File: src/design/fmap_pkg.sv
`default_nettype none

package fmap_pkg;

	// ****************************************
	// Buffer geometry
	// ****************************************
	localparam int FMAP_SIZE  = 5;
	localparam int NUM_UNITS  = 3;
	localparam int NUM_BANKS  = 4;
	localparam int DATA_WIDTH = 32;
	localparam int DEPTH      = FMAP_SIZE * FMAP_SIZE;
	localparam int ADDR_WIDTH = $clog2(DEPTH);
	localparam int BANK_WIDTH = $clog2(NUM_BANKS);

	// Read paths seen by the router
	localparam int RD_PATHS    = 3;
	localparam int PATH_PREV   = 0;
	localparam int PATH_NEXT_A = 1;
	localparam int PATH_NEXT_B = 2;

	typedef logic [DATA_WIDTH-1:0] word_t;
	typedef logic [ADDR_WIDTH-1:0] addr_t;
	typedef logic [BANK_WIDTH-1:0] bank_idx_t;

	// One word per parallel channel
	typedef word_t word_vec_t [NUM_UNITS];

endpackage

`default_nettype wire

File: src/design/fmap_port_route.sv
`default_nettype none

module fmap_port_route
	import fmap_pkg::*;
(
	input  wire logic clk,
	input  wire logic arst_n,
	input  bank_idx_t bank_sel,

	// Previous layer
	input  wire logic wr_en,
	input  addr_t     wr_addr,
	input  word_vec_t wr_data,
	input  wire logic prev_rd_en,
	input  addr_t     prev_rd_addr,

	// Next layer
	input  wire logic next_rd_a_en,
	input  addr_t     next_rd_a_addr,
	input  wire logic next_rd_b_en,
	input  addr_t     next_rd_b_addr,

	// Requests to the banks
	output logic      bank_a_wr_en   [NUM_BANKS],
	output logic      bank_a_rd_en   [NUM_BANKS],
	output addr_t     bank_a_addr    [NUM_BANKS],
	output word_vec_t bank_a_wr_data [NUM_BANKS],
	output logic      bank_b_rd_en   [NUM_BANKS],
	output addr_t     bank_b_addr    [NUM_BANKS],

	// Words coming back from the banks
	input  word_vec_t bank_a_rd_data [NUM_BANKS],
	input  word_vec_t bank_b_rd_data [NUM_BANKS],

	output word_vec_t prev_rd_data,
	output word_vec_t next_rd_a_data,
	output word_vec_t next_rd_b_data
);

	bank_idx_t prv_bank;

	logic      path_en     [RD_PATHS];
	bank_idx_t path_bank   [RD_PATHS];
	logic      path_en_q   [RD_PATHS];
	bank_idx_t path_bank_q [RD_PATHS];
	word_vec_t path_src    [RD_PATHS];
	word_vec_t path_hold_q [RD_PATHS];
	word_vec_t path_data   [RD_PATHS];

	// Next layer reads the bank behind the current one
	assign prv_bank = (bank_sel == '0) ? bank_idx_t'(NUM_BANKS - 1) : bank_sel - 1'b1;

	// ****************************************
	// Request steering
	// ****************************************
	always_comb
	begin
		for (int b = 0; b < NUM_BANKS; b++)
		begin
			bank_a_wr_en[b]   = wr_en && (bank_idx_t'(b) == bank_sel);
			bank_a_rd_en[b]   = next_rd_a_en && (bank_idx_t'(b) == prv_bank);
			bank_a_addr[b]    = (bank_idx_t'(b) == bank_sel) ? wr_addr : next_rd_a_addr;
			bank_a_wr_data[b] = wr_data;
			bank_b_rd_en[b]   = (prev_rd_en && (bank_idx_t'(b) == bank_sel))
				|| (next_rd_b_en && (bank_idx_t'(b) == prv_bank));
			bank_b_addr[b]    = (bank_idx_t'(b) == bank_sel) ? prev_rd_addr : next_rd_b_addr;
		end
	end

	// ****************************************
	// Return select
	// ****************************************
	assign path_en[PATH_PREV]     = prev_rd_en;
	assign path_en[PATH_NEXT_A]   = next_rd_a_en;
	assign path_en[PATH_NEXT_B]   = next_rd_b_en;
	assign path_bank[PATH_PREV]   = bank_sel;
	assign path_bank[PATH_NEXT_A] = prv_bank;
	assign path_bank[PATH_NEXT_B] = prv_bank;

	always_ff @(posedge clk or negedge arst_n)
	begin
		if (!arst_n)
		begin
			for (int p = 0; p < RD_PATHS; p++)
			begin
				path_en_q[p]   <= 1'b0;
				path_bank_q[p] <= '0;
				path_hold_q[p] <= '{default: '0};
			end
		end
		else
		begin
			for (int p = 0; p < RD_PATHS; p++)
			begin
				path_en_q[p] <= path_en[p];
				if (path_en[p])
					path_bank_q[p] <= path_bank[p];
				// Keep the word so a later read on the shared port cannot disturb it
				if (path_en_q[p])
					path_hold_q[p] <= path_src[p];
			end
		end
	end

	always_comb
	begin
		path_src[PATH_PREV]   = bank_b_rd_data[path_bank_q[PATH_PREV]];
		path_src[PATH_NEXT_A] = bank_a_rd_data[path_bank_q[PATH_NEXT_A]];
		path_src[PATH_NEXT_B] = bank_b_rd_data[path_bank_q[PATH_NEXT_B]];
		for (int p = 0; p < RD_PATHS; p++)
		begin
			path_data[p] = path_en_q[p] ? path_src[p] : path_hold_q[p];
		end
	end

	assign prev_rd_data   = path_data[PATH_PREV];
	assign next_rd_a_data = path_data[PATH_NEXT_A];
	assign next_rd_b_data = path_data[PATH_NEXT_B];

endmodule

`default_nettype wire

File: config.mk
export PLATFORM = sky130hd
export DESIGN_NAME = fmap_port_route
export DESIGN_NICKNAME = d
export VERILOG_FILES = /design/src/design/fmap_pkg.sv /design/src/design/fmap_port_route.sv
export SDC_FILE = /design/constraint.sdc
export NUM_CORES = 1
export LEC_CHECK = 0
export BUFFER_PORTS_ARGS = -buffer_cell sky130_fd_sc_hd__buf_2
export CORE_AREA = 3 3 624 626
export DETAILED_ROUTE_END_ITERATION = 10
export DIE_AREA = 0 0 627 629
export PLACE_DENSITY = 0.3
export SETUP_SLACK_MARGIN = 0.2
export SLEW_MARGIN = 20
export SYNTH_ARGS = -nofsm -noshare
export SYNTH_HDL_FRONTEND = slang
export SYNTH_SLANG_ARGS = --single-unit
File: constraint.sdc
create_clock -name clk -period 1.45 [get_ports clk]
set_clock_uncertainty 0.05 [all_clocks]
set_input_delay 0 -clock clk [delete_from_list [all_inputs] [get_ports clk]]
set_output_delay 0 -clock clk [all_outputs]
set_load 0.01 [all_outputs]
==> flow_metrics.tcl, run 1 <==
set metrics [dict create \
    status "finished, violations left" \
    violations "negative hold slack, negative setup slack" \
    power.density_mw_per_mm2 953 \
    grt_remaining_overflow 0 \
    netlist_area_sq_mm 0.0231 \
    total_power_uw 46700 \
    drtIter0Drc 1202 \
    hold_ws_ns -0.374 \
    cts_buffers 49 \
    rsz0062_at_grt "true" \
    grt_pass1_vias 26350 \
    end_kind "output port" \
    clk_pin_slew_ns 0.06 \
    slowest_delay_ns 0.55 \
    crit_required_ns 1.40 \
    start_util_pct 6.01 \
    synth-simple-area-share_pct 8.25 \
    synth_xor_area_share_pct 0 \
    yosys-top-cells-area "dfrtp_1, mux2i_1, buf_4" \
    via_count 24511 \
    setup_tns_ns -310.72 \
    routed_wl_um 228000 \
    grt_use_total_pct 11.1 \
    yosysTopAreaCell "dfrtp_1" \
    port-buffer-count 1135 \
    synth-seq-area-share_pct 32.1 \
    areaGrowthSynthToFinish_pct 112 \
    num_io_pins 1616 \
    fin_nets 4532 \
    synthAdderAreaFrac_pct 0.433 \
    hold_viol_final 210 \
    drt-wirelength-per-cell_um 26.0 \
    fmax_mhz 402 \
    final_antenna_net_count 0 \
    coreArea_sq_mm 0.385 \
    gp_congestion 0.862 \
    synth_top_area_share_pct 32.1 \
    max-vdd-ir-drop_uv 844 \
    fin_crit_ns 2.48 \
    hpwlAfterDp_um 191000 \
    cts.path.max_buffers 3 \
    worst-path-max-fanout 29 \
    path_class "reg2out" \
    drc 0 \
    setup_ws_ns -1.03 \
    syn_avg_cell_area_sq_um 11.1 \
    pre_cts_slack_ns -0.640 \
    synth_seq_cells 297 \
    synth_cell_types 22 \
    cp.arrival_ns 2.43 \
    start_kind "register" \
    root_buffer "clkbuf_16" \
    maxCapViolCount 0 \
    antenna_found_initial 152 \
    cpMaxStageDelayCell "dfrtp_4" \
    period_share_pct 171 \
    yosysWarnings 0 \
    syn-num-nets 2979 \
    routed_via_density 2.79 \
    min_path_type "in2reg" \
    synth_top_family_by_area "multiplexers" \
    clkLatencyLatePin_ns 0.71 \
    worst_slew_pin_slew_ns 0.941 \
    clkSinkCount 297 \
    htreeDepth 2 \
    die_w_um 627 \
    drive_above_1_share_pct 61.9 \
    rows 228 \
    grt_pass1_wl_um 287000 \
    layout_common_cells "buf_2, dlygate4sd3_1, mux2i_1" \
    p_leak_uw 0.0200 \
    crit_path_cell_trace "buf_16 > mux2i_2 > buf_4 > o221ai_2 > buf_12" \
    synth-compound-area-share_pct 14.1 \
    syn-instance-count 2079 \
    first_pass_iters 4 \
    synthMuxAreaShare_pct 27.0 \
    setup-violations-final 576 \
    cts_tree "done" \
    dieArea_sq_mm 0.394 \
    drv_slew 0 \
    slew_headroom_pct 37.1 \
    grt_max_degree 64 \
    die_h_um 629 \
    final_common_cell "buf_2" \
]
==> flip-flops by register name, summed over array words and instances, names as in the netlist <==
| signal | count |
|---|---|
| path_bank_q | 6 |
| path_en_q | 3 |
| path_hold_q | 288 |
==> power breakdown <==
| part | switching (uW) | internal [uW] | total (uW) |
|---|---|---|---|
| clock | 5370 | 7160 | 12500 |
| sequential | 483 | 9790 | 10300 |
| combinational | 12700 | 11200 | 23900 |
| total | 18500 | 28200 | 46700 |
==> critical path, delay by kind of cell, from the launching register on <==
kind                   cells  cell delay, ns
AO/OA/AOI/OAI              1            0.37
multiplexers               1            0.22
buffers and inverters      3            0.54
flip-flops                 1            0.55
==> per-layer routing <==
layer | GRT usage (%) | vias to the layer above | part of all wire, % | wire [um]
li1 | - | 10577 | - | -
met1 | 13.6 | 12376 | 41 | 94400
met2 | 18.3 | 1194 | 47 | 106000
met3 | 4.31 | 322 | 9.6 | 22000
met4 | 2.19 | 42 | 2.4 | 5410
met5 | 0 | - | 0.13 | 288
==> metrics by stage <==
step,hold slack (ns),instances,instance area (sq um),utilization (%)
floorplan,-0.346,2079,24800,-
global placement,-0.182,8066,37100,9.64
detailed placement,-0.179,8066,37100,9.64
CTS,-0.504,8688,47300,12.3
global route,-0.440,8740,48900,12.7
finish,-0.374,8782,49000,12.7
==> area by class of cell <==
class	count	area, sq um
fillers	43460	336000
repair buffers	2050	18000
multi-input cells	1230	15500
flip-flops and latches	297	7460
well taps	5060	6330
clock buffers	68	1380
clock inverters	18	220
diodes	55	138
inverters	4	15.0
==> Yosys cell counts (all sizes together) <==
cell type and number:
nor2b 1, buf 494, a22o 4, clkbuf 57, mux2i 578, mux2 42, ha 8, inv 4
and2 8, o221ai 288, a21oi 2, dfrtp 297, nor2 2, nand2b 291, nand2 3
==> path summary, 6_finish.rpt <==
| path | start | end | slack [ns] | depth (start not counted) |
|---|---|---|---|---|
| worst max-delay path | path_bank_q[4]$_DFFE_PN0P_ | prev_rd_data[70] | -1.03 | 5 |
| worst min-delay path | bank_a_rd_data[362] | path_hold_q[170]$_DFF_PN0_ | -0.37 | 3 |
| worst max register to register | path_bank_q[0]$_DFFE_PN0P_ | path_hold_q[85]$_DFF_PN0_ | -0.42 | 7 |
| worst min register to register | path_hold_q[77]$_DFF_PN0_ | path_hold_q[77]$_DFF_PN0_ | 0.43 | 2 |
| max in group asynchronous | arst_n | path_hold_q[154]$_DFF_PN0_ | 0.28 | 6 |
| min in group asynchronous | arst_n | path_hold_q[245]$_DFF_PN0_ | 0.37 | 4 |
==> logic make-up after synthesis <==
family,after synthesis
buffers and inverters,555
adders and majority gates,8
muxes,620
AOI/OAI and AO/OA,294
DFF,297
and+or+nand+nor,305
==> repair_timing <==
action / 4_1_cts / 5_1_grt
gates resized for setup: 531 / 227
gates cloned: 32 / 7
hold endpoints to repair: 977 / 214
pin swaps: 59 / 45
buffers inserted: 66 / 26
endpoints found under the setup margin: 629 / 629
hold buffers: 438 / 6
Power figures use the tool's default switching activity.
==> run 2: changes to the inputs <==
- SETUP_SLACK_MARGIN: 0.2 -> 0.05
==> run 2 against run 1 <==
  * The run still ends with negative hold slack, negative setup slack left
  * Design area up 0.56%
  * Register-to-register slack improved by 0.12 ns
  * Worst setup slack lost 0.0016 ns
  * Combinational power decreased by 8%
  * Flip-flop and latch count unchanged
  * Via count up 6.1%
  * First-iteration DRC count rose by 34%
  * Count of clock-buffer cells in the layout up 4
  * Largest power group unchanged
  * Highest routed layer unchanged
  * Sequential power about the same
==> flow_metrics.tcl, run 2 (synthesis gave the netlist of run 1 again) <==
set metrics [dict create \
    rows 228 \
    grt_use_total_pct 11.9 \
    max-vdd-ir-drop_uv 1020 \
    routed_wl_um 249000 \
    areaGrowthSynthToFinish_pct 113 \
    hp-start "bank_a_rd_data[377]" \
    via_count 26001 \
    cts.path.max_buffers 3 \
    fin_crit_ns 2.49 \
    reg2reg_from "path_bank_q[4]$_DFFE_PN0P_" \
    drive_above_1_share_pct 50.7 \
    num_io_pins 1616 \
    cpMaxStageDelayCell "dfrtp_4" \
    clkLatencyLatePin_ns 0.72 \
    fin_nets 4785 \
    dieArea_sq_mm 0.394 \
    fmax_mhz 402 \
    violations "negative hold slack, negative setup slack" \
    crit_required_ns 1.40 \
    hold_ws_ns -0.276 \
    cts_buffers 50 \
    critPathMostFrequentCell "buf_4" \
    top_regs "path_hold_q x288, path_bank_q x6, path_en_q x3" \
    setup_ws_ns -1.04 \
    slowest_delay_ns 0.54 \
    htreeDepth 2 \
    end_kind "output port" \
    setup-violations-final 605 \
    crit_path_cell_trace "buf_4 > buf_16 > mux2i_1 > o221ai_1 > buf_4 > buf_12" \
    maxCapViolCount 0 \
    drc 0 \
    grt_max_degree 55 \
    start_util_pct 6.01 \
    port-buffer-count 1135 \
    p_leak_uw 0.0207 \
    min_path_type "in2reg" \
    grt_remaining_overflow 0 \
    grt_pass1_wl_um 306000 \
    grt_pass1_vias 27216 \
    die_h_um 629 \
    drt-wirelength-per-cell_um 27.7 \
    hold_viol_final 25 \
    drtIter0Drc 1616 \
    cp.arrival_ns 2.44 \
    hpwlAfterDp_um 210000 \
    first_pass_iters 5 \
    antenna_found_initial 174 \
    status "finished, violations left" \
    clkSinkCount 297 \
    worst_slew_pin_slew_ns 1.00 \
    setup_tns_ns -311.76 \
    routed_via_density 2.88 \
    r2r_end "path_hold_q[235]$_DFF_PN0_" \
    reg2reg_depth 6 \
    largest_reg_flops 288 \
    worst-path-max-fanout 13 \
    drv_slew 0 \
    layout_common_cells "buf_2, dlygate4sd3_1, mux2i_1" \
    coreArea_sq_mm 0.385 \
    rrSetupSlack_ns -0.30 \
    gp_congestion 0.888 \
    final_antenna_net_count 0 \
    min_to "path_hold_q[185]$_DFF_PN0_" \
    start_kind "register" \
    die_w_um 627 \
    path_class "reg2out" \
    root_buffer "clkbuf_16" \
    cts_tree "done" \
    clk_pin_slew_ns 0.06 \
    largest_register "path_hold_q" \
    rsz0062_at_grt "true" \
    final_common_cell "buf_2" \
    slew_headroom_pct 32.9 \
    power.density_mw_per_mm2 934 \
    period_share_pct 171 \
    worstHoldPathCells 3 \
]
## run 2: timing repair
item | CTS | global route
gates resized for setup | 349 | 266
pin swaps | 33 | 34
buffers inserted | 24 | 35
hold buffers | 825 | 8
endpoints found under the setup margin | 578 | 611
hold endpoints to repair | 978 | 31
cloned | 11 | 16
## run 2: layout make-up
type	count	area [sq um]
diodes	33	82.6
clock buffers	72	1420
clock inverters	17	318
fillers	43600	336000
inverters	4	15.0
multi-input cells	1227	13900
flip-flops and latches	297	7460
well taps	5060	6330
repair buffers	2305	19800
## run 2: layer usage
metal / share of wire (%) / global-route usage, % / vias up
li1: - / - / 11017
met3: 9.9 / 4.55 / 406
met5: 0.21 / 0 / -
met1: 42 / 14.9 / 13139
met2: 46 / 19.3 / 1357
met4: 2.6 / 2.47 / 82
## run 2: where the power goes
part / switching (uW) / internal, uW
registers: 468 / 9790
logic: 12200 / 9950
clock network: 5690 / 7910
total: 18400 / 27600
## run 2: worst max-delay path by stage
stage                                            end  cells past startpoint  slack [ns]                  startpoint
after global routing                prev_rd_data[43]                      7       -1.16  path_bank_q[4]$_DFFE_PN0P_
final                               prev_rd_data[16]                      6       -1.04  path_bank_q[4]$_DFFE_PN0P_
after global placement             next_rd_b_data[1]                      5       -0.65  path_bank_q[0]$_DFFE_PN0P_
after CTS                           prev_rd_data[92]                      6       -1.16  path_bank_q[4]$_DFFE_PN0P_
after floorplan           path_hold_q[247]$_DFF_PN0_                      5        0.06      path_en_q[2]$_DFF_PN0_
after detailed placement           next_rd_b_data[1]                      5       -0.68  path_bank_q[0]$_DFFE_PN0P_
## run 2: worst max-delay path: cells and delay by family (launching register included)
kind	cells	cell delay, ns
buf+inv	4	0.70
mux	1	0.18
compound gates	1	0.20
flops	1	0.54
## run 2: through the flow
step                worst slack, ns  power [uW]  utilization, %  instances  instance area [sq um]
floorplan                    0.0560       17600               -       2079                  23100
global placement             -0.649       27100            9.02       7976                  34700
detailed placement           -0.682       27000            9.02       7976                  34700
CTS                           -1.16       46000            12.2       8924                  47100
global route                  -1.16       48600            12.8       8994                  49200
finish                        -1.04       46000            12.8       9015                  49300
